<file path="config.mk">
export PLATFORM = sky130hd
export DESIGN_NAME = mem_unit
export DESIGN_NICKNAME = d
export VERILOG_FILES = /design/src/design/mem_pkg.sv /design/src/design/icache.sv /design/src/design/mem_arbiter.sv /design/src/design/byte_sequencer.sv /design/src/design/mem_unit.sv
export SDC_FILE = /design/constraint.sdc
export NUM_CORES = 1
export LEC_CHECK = 0
export BUFFER_PORTS_ARGS = -buffer_cell sky130_fd_sc_hd__clkbuf_2
export CORE_ASPECT_RATIO = 0.8
export CORE_UTILIZATION = 52
export CTS_BUF_LIST = sky130_fd_sc_hd__clkbuf_8
export CTS_CLUSTER_DIAMETER = 80
export DETAILED_ROUTE_END_ITERATION = 8
export PLACE_DENSITY = 0.72
export SLEW_MARGIN = 20
export SYNTH_ARGS = -nofsm -noshare
export SYNTH_HDL_FRONTEND = slang
export SYNTH_SLANG_ARGS = --single-unit
</file>
<file path="constraint.sdc">
create_clock -name clk_in -period 5.63 [get_ports clk_in]
set_input_delay 1.4075 -clock clk_in [delete_from_list [all_inputs] [get_ports clk_in]]
set_output_delay 1.4075 -clock clk_in [all_outputs]
set_load 0.03 [all_outputs]
</file>
<file path="src/design/mem_pkg.sv">
/* memory side shared types and constants */

`default_nettype none

package mem_pkg;

  // byte bus address rules
  localparam int ADDR_MSB = 17; // only bits 17:0 reach memory

  typedef logic [31:0] addr_t;
  typedef logic [31:0] word_t;
  typedef logic [7:0]  byte_t;
  typedef logic [1:0]  size_t;

  localparam size_t SIZE_BYTE = 2'd0;
  localparam size_t SIZE_HALF = 2'd1;
  localparam size_t SIZE_WORD = 2'd2;

  localparam logic [1:0] IO_SELECT = 2'b11; // addr[17:16] of the i/o range

  // direct-mapped icache, one word per line
  localparam int ICACHE_LINES   = 16;
  localparam int ICACHE_INDEX_W = 4;

  typedef logic [ICACHE_INDEX_W-1:0] icache_index_t;
  typedef logic [ADDR_MSB-ICACHE_INDEX_W-2:0] icache_tag_t; // addr[17:6]

  // owner of the sequencer
  typedef enum logic [1:0] {
    CLIENT_NONE,
    CLIENT_FETCH,
    CLIENT_LOAD,
    CLIENT_STORE
  } client_t;

  typedef enum logic [1:0] {
    SEQ_IDLE,
    SEQ_READ,
    SEQ_WRITE,
    SEQ_FINISH
  } seq_state_t;

endpackage

`default_nettype wire

</file>
<file path="src/design/icache.sv">
/* direct-mapped instruction cache */

`timescale 1ns/1ps
`default_nettype none

module icache (
  input  logic                   clk_in,
  input  logic                   rst_in,
  input  logic                   rdy_in,
  input  logic                   fetch_en,
  input  mem_pkg::addr_t         fetch_addr,
  input  logic                   flush_in,
  output logic                   fetch_done,
  output mem_pkg::word_t         fetch_data,
  output logic                   refill_req,
  output mem_pkg::addr_t         refill_addr,
  input  logic                   refill_done,
  input  mem_pkg::word_t         refill_data
);

  logic [mem_pkg::ICACHE_LINES-1:0] line_valid;
  mem_pkg::icache_tag_t             tag_mem [mem_pkg::ICACHE_LINES];
  mem_pkg::word_t                   data_mem [mem_pkg::ICACHE_LINES];

  mem_pkg::icache_index_t fetch_idx;
  mem_pkg::icache_tag_t   fetch_tag;
  mem_pkg::icache_index_t refill_idx;
  logic                   hit;
  logic                   miss_pending; // a refill is owed to the fetch client

  assign fetch_idx  = fetch_addr[mem_pkg::ICACHE_INDEX_W+1:2];
  assign fetch_tag  = fetch_addr[mem_pkg::ADDR_MSB:mem_pkg::ICACHE_INDEX_W+2];
  assign refill_idx = refill_addr[mem_pkg::ICACHE_INDEX_W+1:2];
  assign hit        = line_valid[fetch_idx] && (tag_mem[fetch_idx] == fetch_tag);

  always_ff @(posedge clk_in)
  begin
    if (rst_in)
    begin
      line_valid   <= '0;
      miss_pending <= 1'b0;
      fetch_done   <= 1'b0;
      refill_req   <= 1'b0;
    end
    else if (rdy_in)
    begin
      fetch_done <= 1'b0;
      refill_req <= 1'b0;
      if (refill_done)
      begin
        line_valid[refill_idx] <= 1'b1; // line fills even after a flush
        miss_pending           <= 1'b0;
        fetch_done             <= miss_pending && !flush_in;
      end
      if (fetch_en)
      begin
        if (hit)
          fetch_done <= 1'b1;
        else
        begin
          refill_req   <= 1'b1;
          miss_pending <= 1'b1;
        end
      end
      if (flush_in)
        miss_pending <= 1'b0; // branch flush drops the waiting fetch
    end
  end

  // line storage and returned words
  always_ff @(posedge clk_in)
  begin
    if (rdy_in)
    begin
      if (refill_done)
      begin
        tag_mem[refill_idx]  <= refill_addr[mem_pkg::ADDR_MSB:mem_pkg::ICACHE_INDEX_W+2];
        data_mem[refill_idx] <= refill_data;
        fetch_data           <= refill_data;
      end
      if (fetch_en && hit)
        fetch_data <= data_mem[fetch_idx];
      if (fetch_en && !hit)
        refill_addr <= fetch_addr;
    end
  end

  a_fetch_aligned: assert property (
    @(posedge clk_in) disable iff (rst_in)
    fetch_en |-> (fetch_addr[1:0] == 2'b00)
  );

endmodule

`default_nettype wire

</file>
<file path="src/design/mem_arbiter.sv">
/* memory request arbiter */

`timescale 1ns/1ps
`default_nettype none

module mem_arbiter (
  input  logic                   clk_in,
  input  logic                   rst_in,
  input  logic                   rdy_in,
  input  logic                   refill_req,
  input  mem_pkg::addr_t         refill_addr,
  output logic                   refill_done,
  output mem_pkg::word_t         refill_data,
  input  logic                   load_en,
  input  mem_pkg::addr_t         load_addr,
  input  mem_pkg::size_t         load_size,
  output logic                   load_done,
  output mem_pkg::word_t         load_data,
  input  logic                   store_en,
  input  mem_pkg::addr_t         store_addr,
  input  mem_pkg::size_t         store_size,
  input  mem_pkg::word_t         store_data,
  output logic                   store_done,
  output logic                   seq_start,
  output mem_pkg::addr_t         seq_addr,
  output mem_pkg::size_t         seq_size,
  output logic                   seq_write,
  output mem_pkg::word_t         seq_wdata,
  input  logic                   seq_done,
  input  mem_pkg::word_t         seq_rdata
);

  logic refill_pend, load_pend, store_pend;

  mem_pkg::addr_t  refill_addr_q, load_addr_q, store_addr_q;
  mem_pkg::size_t  load_size_q, store_size_q;
  mem_pkg::word_t  store_data_q;
  mem_pkg::word_t  rdata_q;
  mem_pkg::client_t grant;
  mem_pkg::client_t pick;

  // data clients ahead of the refill
  always_comb
  begin
    pick = mem_pkg::CLIENT_NONE;
    if (grant == mem_pkg::CLIENT_NONE)
    begin
      if (store_pend)
        pick = mem_pkg::CLIENT_STORE;
      else if (load_pend)
        pick = mem_pkg::CLIENT_LOAD;
      else if (refill_pend)
        pick = mem_pkg::CLIENT_FETCH;
    end
  end

  always_ff @(posedge clk_in)
  begin
    if (rst_in)
    begin
      refill_pend <= 1'b0;
      load_pend   <= 1'b0;
      store_pend  <= 1'b0;
      grant       <= mem_pkg::CLIENT_NONE;
      seq_start   <= 1'b0;
      refill_done <= 1'b0;
      load_done   <= 1'b0;
      store_done  <= 1'b0;
    end
    else if (rdy_in)
    begin
      refill_done <= 1'b0;
      load_done   <= 1'b0;
      store_done  <= 1'b0;
      seq_start   <= (pick != mem_pkg::CLIENT_NONE);
      if (pick != mem_pkg::CLIENT_NONE)
        grant <= pick;
      case (pick)
        mem_pkg::CLIENT_STORE: store_pend  <= 1'b0;
        mem_pkg::CLIENT_LOAD:  load_pend   <= 1'b0;
        mem_pkg::CLIENT_FETCH: refill_pend <= 1'b0;
        default: ;
      endcase
      if (seq_done)
      begin
        grant       <= mem_pkg::CLIENT_NONE;
        refill_done <= (grant == mem_pkg::CLIENT_FETCH);
        load_done   <= (grant == mem_pkg::CLIENT_LOAD);
        store_done  <= (grant == mem_pkg::CLIENT_STORE);
      end
      if (refill_req)
        refill_pend <= 1'b1;
      if (load_en)
        load_pend <= 1'b1;
      if (store_en)
        store_pend <= 1'b1;
    end
  end

  // request payloads and the command to the sequencer
  always_ff @(posedge clk_in)
  begin
    if (rdy_in)
    begin
      if (refill_req)
        refill_addr_q <= refill_addr;
      if (load_en)
      begin
        load_addr_q <= load_addr;
        load_size_q <= load_size;
      end
      if (store_en)
      begin
        store_addr_q <= store_addr;
        store_size_q <= store_size;
        store_data_q <= store_data;
      end
      case (pick)
        mem_pkg::CLIENT_STORE:
        begin
          seq_addr  <= store_addr_q;
          seq_size  <= store_size_q;
          seq_write <= 1'b1;
          seq_wdata <= store_data_q;
        end
        mem_pkg::CLIENT_LOAD:
        begin
          seq_addr  <= load_addr_q;
          seq_size  <= load_size_q;
          seq_write <= 1'b0;
        end
        mem_pkg::CLIENT_FETCH:
        begin
          seq_addr  <= refill_addr_q;
          seq_size  <= mem_pkg::SIZE_WORD; // refills are whole words
          seq_write <= 1'b0;
        end
        default: ;
      endcase
      if (seq_done)
        rdata_q <= seq_rdata;
    end
  end

  assign refill_data = rdata_q;
  assign load_data   = rdata_q;

  // a done only closes the command in flight, never overlaps a new start
  a_one_grant: assert property (
    @(posedge clk_in) disable iff (rst_in)
    seq_done |-> ((grant != mem_pkg::CLIENT_NONE) && !seq_start)
  );

endmodule

`default_nettype wire

</file>
<file path="src/design/byte_sequencer.sv">
/* byte bus sequencer */

`timescale 1ns/1ps
`default_nettype none

module byte_sequencer (
  input  logic                   clk_in,
  input  logic                   rst_in,
  input  logic                   rdy_in,
  input  logic                   seq_start,
  input  mem_pkg::addr_t         seq_addr,
  input  mem_pkg::size_t         seq_size,
  input  logic                   seq_write,
  input  mem_pkg::word_t         seq_wdata,
  output logic                   seq_done,
  output mem_pkg::word_t         seq_rdata,
  input  logic                   io_buffer_full,
  input  mem_pkg::byte_t         mem_din,
  output mem_pkg::byte_t         mem_dout,
  output mem_pkg::addr_t         mem_a,
  output logic                   mem_wr
);

  mem_pkg::seq_state_t state;

  logic [1:0]      byte_cnt;   // byte now on the bus
  logic [1:0]      last_cnt;
  logic [1:0]      last_sel;
  logic [1:0]      cap_idx;    // lane of the byte arriving on mem_din
  logic            cap_en;
  logic            rdy_q;
  logic            io_stall;
  mem_pkg::word_t  wdata_q;    // bytes still to be written, low first
  mem_pkg::byte_t  din_hold;
  mem_pkg::byte_t  cap_byte;

  always_comb
  begin
    case (seq_size)
      mem_pkg::SIZE_BYTE: last_sel = 2'd0;
      mem_pkg::SIZE_HALF: last_sel = 2'd1;
      default:            last_sel = 2'd3;
    endcase
  end

  assign io_stall = (mem_a[mem_pkg::ADDR_MSB -: 2] == mem_pkg::IO_SELECT) && io_buffer_full;
  assign mem_wr   = (state == mem_pkg::SEQ_WRITE) && rdy_in && !io_stall;

  // memory answers even while paused, so the byte that arrived
  // in the first paused cycle is kept until the pause ends
  always_ff @(posedge clk_in)
  begin
    if (rst_in)
      rdy_q <= 1'b0;
    else
      rdy_q <= rdy_in;
    if (rdy_q)
      din_hold <= mem_din;
  end

  assign cap_byte = rdy_q ? mem_din : din_hold;

  always_ff @(posedge clk_in)
  begin
    if (rst_in)
    begin
      state    <= mem_pkg::SEQ_IDLE;
      byte_cnt <= 2'd0;
      cap_en   <= 1'b0;
      seq_done <= 1'b0;
      mem_a    <= '0;
    end
    else if (rdy_in)
    begin
      seq_done <= 1'b0;
      cap_en   <= 1'b0;
      case (state)
        mem_pkg::SEQ_IDLE:
          if (seq_start)
          begin
            mem_a    <= seq_addr;
            byte_cnt <= 2'd0;
            state    <= seq_write ? mem_pkg::SEQ_WRITE : mem_pkg::SEQ_READ;
          end
        mem_pkg::SEQ_READ:
        begin
          cap_en <= 1'b1; // data comes back next cycle
          if (byte_cnt == last_cnt)
            state <= mem_pkg::SEQ_FINISH;
          else
          begin
            byte_cnt <= byte_cnt + 2'd1;
            mem_a    <= mem_a + 32'd1;
          end
        end
        mem_pkg::SEQ_WRITE:
          if (!io_stall)
          begin
            if (byte_cnt == last_cnt)
            begin
              seq_done <= 1'b1;
              state    <= mem_pkg::SEQ_IDLE;
            end
            else
            begin
              byte_cnt <= byte_cnt + 2'd1;
              mem_a    <= mem_a + 32'd1;
            end
          end
        default:
        begin
          seq_done <= 1'b1; // last byte captured this cycle
          state    <= mem_pkg::SEQ_IDLE;
        end
      endcase
    end
  end

  always_ff @(posedge clk_in)
  begin
    if (rdy_in)
    begin
      if (state == mem_pkg::SEQ_IDLE && seq_start)
      begin
        last_cnt  <= last_sel;
        mem_dout  <= seq_wdata[7:0];
        wdata_q   <= seq_wdata >> 8;
        seq_rdata <= '0; // zero-extend short loads
      end
      if (state == mem_pkg::SEQ_WRITE && !io_stall && byte_cnt != last_cnt)
      begin
        mem_dout <= wdata_q[7:0];
        wdata_q  <= wdata_q >> 8;
      end
      if (state == mem_pkg::SEQ_READ)
        cap_idx <= byte_cnt;
      if (cap_en)
        seq_rdata[{cap_idx, 3'b000} +: 8] <= cap_byte; // little-endian lane
    end
  end

  // each address gets one write strobe, across pauses and stalls too
  a_byte_written_once: assert property (
    @(posedge clk_in) disable iff (rst_in)
    mem_wr |=> (!mem_wr || (mem_a != $past(mem_a)))
  );

endmodule

`default_nettype wire

</file>
<file path="src/design/mem_unit.sv">
/* memory unit top */

`timescale 1ns/1ps
`default_nettype none

module mem_unit (
  input  logic                   clk_in,
  input  logic                   rst_in,
  input  logic                   rdy_in,
  input  logic                   fetch_en,
  input  mem_pkg::addr_t         fetch_addr,
  output logic                   fetch_done,
  output mem_pkg::word_t         fetch_data,
  input  logic                   load_en,
  input  mem_pkg::addr_t         load_addr,
  input  mem_pkg::size_t         load_size,
  output logic                   load_done,
  output mem_pkg::word_t         load_data,
  input  logic                   store_en,
  input  mem_pkg::addr_t         store_addr,
  input  mem_pkg::size_t         store_size,
  input  mem_pkg::word_t         store_data,
  output logic                   store_done,
  input  logic                   flush_in,
  input  logic                   io_buffer_full,
  input  mem_pkg::byte_t         mem_din,
  output mem_pkg::byte_t         mem_dout,
  output mem_pkg::addr_t         mem_a,
  output logic                   mem_wr
);

  logic            refill_req;
  mem_pkg::addr_t  refill_addr;
  logic            refill_done;
  mem_pkg::word_t  refill_data;

  logic            seq_start;
  mem_pkg::addr_t  seq_addr;
  mem_pkg::size_t  seq_size;
  logic            seq_write;
  mem_pkg::word_t  seq_wdata;
  logic            seq_done;
  mem_pkg::word_t  seq_rdata;

  icache icache0 (
    .clk_in         (clk_in),
    .rst_in         (rst_in),
    .rdy_in         (rdy_in),
    .fetch_en       (fetch_en),
    .fetch_addr     (fetch_addr),
    .flush_in       (flush_in),
    .fetch_done     (fetch_done),
    .fetch_data     (fetch_data),
    .refill_req     (refill_req),
    .refill_addr    (refill_addr),
    .refill_done    (refill_done),
    .refill_data    (refill_data)
  );

  mem_arbiter arbiter0 (
    .clk_in         (clk_in),
    .rst_in         (rst_in),
    .rdy_in         (rdy_in),
    .refill_req     (refill_req),
    .refill_addr    (refill_addr),
    .refill_done    (refill_done),
    .refill_data    (refill_data),
    .load_en        (load_en),
    .load_addr      (load_addr),
    .load_size      (load_size),
    .load_done      (load_done),
    .load_data      (load_data),
    .store_en       (store_en),
    .store_addr     (store_addr),
    .store_size     (store_size),
    .store_data     (store_data),
    .store_done     (store_done),
    .seq_start      (seq_start),
    .seq_addr       (seq_addr),
    .seq_size       (seq_size),
    .seq_write      (seq_write),
    .seq_wdata      (seq_wdata),
    .seq_done       (seq_done),
    .seq_rdata      (seq_rdata)
  );

  byte_sequencer seq0 (
    .clk_in         (clk_in),
    .rst_in         (rst_in),
    .rdy_in         (rdy_in),
    .seq_start      (seq_start),
    .seq_addr       (seq_addr),
    .seq_size       (seq_size),
    .seq_write      (seq_write),
    .seq_wdata      (seq_wdata),
    .seq_done       (seq_done),
    .seq_rdata      (seq_rdata),
    .io_buffer_full (io_buffer_full),
    .mem_din        (mem_din),
    .mem_dout       (mem_dout),
    .mem_a          (mem_a),
    .mem_wr         (mem_wr)
  );

endmodule

`default_nettype wire

</file>
==> flow_metrics.tcl <==
set metrics [dict create \
    status "finished, final reports clean" \
    synthCells 2216 \
    critPathMaxFanout 33 \
    avgSynthCellArea_um2 19.68 \
    worstSetupEndpointType "register" \
    cp.required_ps 6130 \
    fin_nets 2745 \
    timing.setup.tns_ps 0 \
    first_pass_iters 6 \
    die_area_um2 85020 \
    viasPerCell 5.934 \
    drive_above_1_share_pct 29.77 \
    clockBufferDepth 3 \
    power_switching_mw 4.066 \
    wl_per_cell_um 25.65 \
    cts_made_buffers 164 \
    worstSkewPairLatency_ps 820 \
    synth-edff-count 1067 \
    die_y_um 261.0 \
    stdcell_count 3831 \
    antenna_found_initial 8 \
    dpl.cell_count 3519 \
    ys_types 65 \
    yosys.area.top_type "edfxtp_1" \
    yosys-top-cells-area "edfxtp_1, mux4_2, dfxtp_1, nand2_1, mux2_4" \
    fmax_ghz 0.2281 \
    place_area_um2 46450 \
    finalCritPeriodShare_pct 77.85 \
    yosysWarnings 0 \
    grtUsageTotal_pct 23.02 \
    htreeDepth 4 \
    p_int_mw 13.10 \
    crit_path_max_incr_delay_ps 570 \
    yosys_register_bits 1142 \
    hold_violations 0 \
    p_leak_nw 16.71 \
    min_period_ps 4383 \
    dp_hpwl_mm 56.71 \
    fill_cells 5900 \
    io_buffers 255 \
    slew_headroom_pct 28.91 \
    coreArea_um2 82560 \
    cp.arrival_ps 4880 \
    drt-total-wl_mm 98.28 \
    endpoint "icache0.fetch_data[17]$_DFFE_PP_" \
    first_iter_violations 2627 \
    syn2layout_area_growth_pct 13.68 \
    critical_path_class "input pin to register" \
    grt_pass1_vias 22420 \
    rows 94 \
    max-vdd-ir-drop_uv 195.3 \
    tightest_slew_ps 1060 \
    final_cell_mix "edfxtp_1, clkbuf_2, mux4_2" \
    tritoncts "yes" \
    p_clk_share_pct 35.7 \
    overflow 0 \
    reg2reg_depth 9 \
    synth.top_cell.area_share_pct 73.48 \
    cp_slowest_cell "buf_4" \
    crit_start "fetch_addr[4]" \
    dominantRegCellSynth "edfxtp_1" \
    netlist_area_um2 43600 \
    synth_seq_area_share_pct 76.92 \
    post_cts.repair.setup_buffers 0 \
    start_util_pct 52.81 \
    cp-start-kind "input pin" \
    cts_root_buf "clkbuf_8" \
    clkSlewWorstSetupHoldPaths_ps 60 \
    power.total_mw 17.17 \
    drv_cap 0 \
    layout_commonest_cell "edfxtp_1" \
    grt_max_degree 89 \
    cts_resized 0 \
    routed-via-count 22730 \
    final_cell_area_um2 49570 \
    hold_class "register to register" \
    post-route-util_pct 60.04 \
    cellPowerDensity_nw_per_um2 346.3 \
    final-setup-viol-count 0 \
    cts_hold_buf 0 \
    crit_path_frequent_cell "buf_4" \
    grt_first_pass_wirelength_mm 143.4 \
    route.detailed.drc 0 \
    combinationalPowerShare_pct 7.4 \
    drv_slew 0 \
    rsz0062_at_grt "false" \
    gp_congestion 0.8988 \
    pwr-share-seq_pct 56.9 \
    critical_path.cell_chain "buf_4, buf_4, mux4_2, mux2i_1, xnor2_1, a211oi_1, nand4_1, nor4_4, a21oi_1, nor2_4, buf_12" \
    syn_nets 2378 \
    detail-route-antenna-nets 0 \
    cts_sinks 1142 \
    r2r-start "icache0.tag_mem[11][3]$_DFFE_PP_" \
    synthArstFlopShare_pct 0 \
    reg2reg_slack_ps 2210 \
    p_sw_share_pct 23.68 \
    io_pins 256 \
    r2r-end "icache0.fetch_data[17]$_DFFE_PP_" \
    die_x_um 325.8 \
    finClkSkew_ps 42.45 \
]
==> Yosys cell counts, types with 4 or more instances <==
cell,count
a211oi_1,15
a21o_1,6
a21oi_1,47
a22o_1,17
a22oi_1,49
and2_1,16
and3_1,4
buf_1,5
buf_2,22
buf_6,5
clkbuf_1,69
dfxtp_1,75
edfxtp_1,1067
ha_1,14
inv_1,29
mux2_2,36
mux2_4,29
mux2i_1,41
mux4_1,5
mux4_2,201
nand2_1,131
nand3_1,25
nand3b_1,7
nand4_1,10
nor2_1,88
nor2b_1,15
nor3_1,22
o21ai_0,78
o21ba_2,4
o31ai_1,7
or2_2,4
xnor2_1,13
==> how the worst min path moves through the flow <==
stage                                                  from                              endpoint  slack [ps]  depth (start not counted)
after floorplan            icache0.refill_addr[0]$_DFFE_PP_   arbiter0.refill_addr_q[0]$_DFFE_PP_         400                          0
after global routing      icache0.refill_addr[18]$_DFFE_PP_  arbiter0.refill_addr_q[18]$_DFFE_PP_         420                          0
after CTS                 icache0.refill_addr[19]$_DFFE_PP_  arbiter0.refill_addr_q[19]$_DFFE_PP_         420                          0
final                     icache0.refill_addr[19]$_DFFE_PP_  arbiter0.refill_addr_q[19]$_DFFE_PP_         420                          0
after global placement    icache0.refill_addr[29]$_DFFE_PP_  arbiter0.refill_addr_q[29]$_DFFE_PP_         400                          0
after detailed placement  icache0.refill_addr[22]$_DFFE_PP_  arbiter0.refill_addr_q[22]$_DFFE_PP_         400                          0
==> per-layer routing <==
metal	part of all wire [%]	routed length [um]	up-vias	global-route usage, %
met5	0.013	13	-	0
met4	2.3	2253	2	7.681
met3	8.3	8186	194	4.772
met2	49	48170	1075	36.34
met1	40	39650	11730	32.44
li1	-	-	9738	-
==> critical path, delay by kind of cell <==
family / cells / cell delay (ps)
buf+inv: 3 / 1220
simple gates: 3 / 1110
mux: 2 / 570
compound gates: 2 / 440
xor+xnor: 1 / 90
==> area by class of cell <==
class	instances	area [um2]	share of cell area [%]
clock inverter	129	651.9	1.315
sequential	1142	33540	67.67
clock buffer	175	2409	4.859
multi-input combinational	938	9619	19.41
inverter	31	116.4	0.2347
timing repair buffer	306	1836	3.703
antenna	6	15.01	0.03029
tap	1104	1381	2.787
==> per-stage QoR <==
stage | worst slack [ps] | hold slack (ps)
2_1_floorplan | 243.8 | 400.3
3_3_place_gp | 459.1 | 401.1
3_5_place_dp | 415.4 | 404.5
4_1_cts | 1288 | 415.3
5_1_grt | 1085 | 419.5
6_report | 1247 | 415.1
==> kinds of logic after synthesis <==
| group | share of synthesized area (%) |
|---|---|
| and+or+nand+nor | 3.704 |
| muxes | 13.55 |
| DFF | 76.92 |
| buffers and inverters | 1.372 |
| adders and majority gates | 0.4017 |
| xor gates and xnor gates | 0.3013 |
| AOI/OAI and AO/OA | 3.745 |
==> state kept, by name, summed over array words and instances (netlist names), 8 cells and up <==
signal	cells
seq0.seq_rdata	32
icache0.data_mem	512
seq0.wdata_q	24
arbiter0.seq_wdata	32
seq0.mem_dout	8
icache0.fetch_data	32
icache0.refill_addr	32
arbiter0.seq_addr	32
icache0.line_valid	16
arbiter0.store_data_q	32
arbiter0.load_addr_q	32
seq0.mem_a	32
arbiter0.load_data	32
arbiter0.refill_addr_q	32
seq0.din_hold	8
icache0.tag_mem	192
arbiter0.store_addr_q	32
==> power by group through the flow <==
stage          combinational (mW)  sequential [mW]  clock, mW
4_1_cts                      1.26             9.77       6.25
2_1_floorplan               0.800             9.95          0
6_report                     1.27             9.77       6.13
5_1_grt                      1.38             9.79       6.60
3_5_place_dp                 1.26             9.94          0
3_3_place_gp                 1.23             9.93          0
Note: power is estimated with default switching activity, not from simulation.
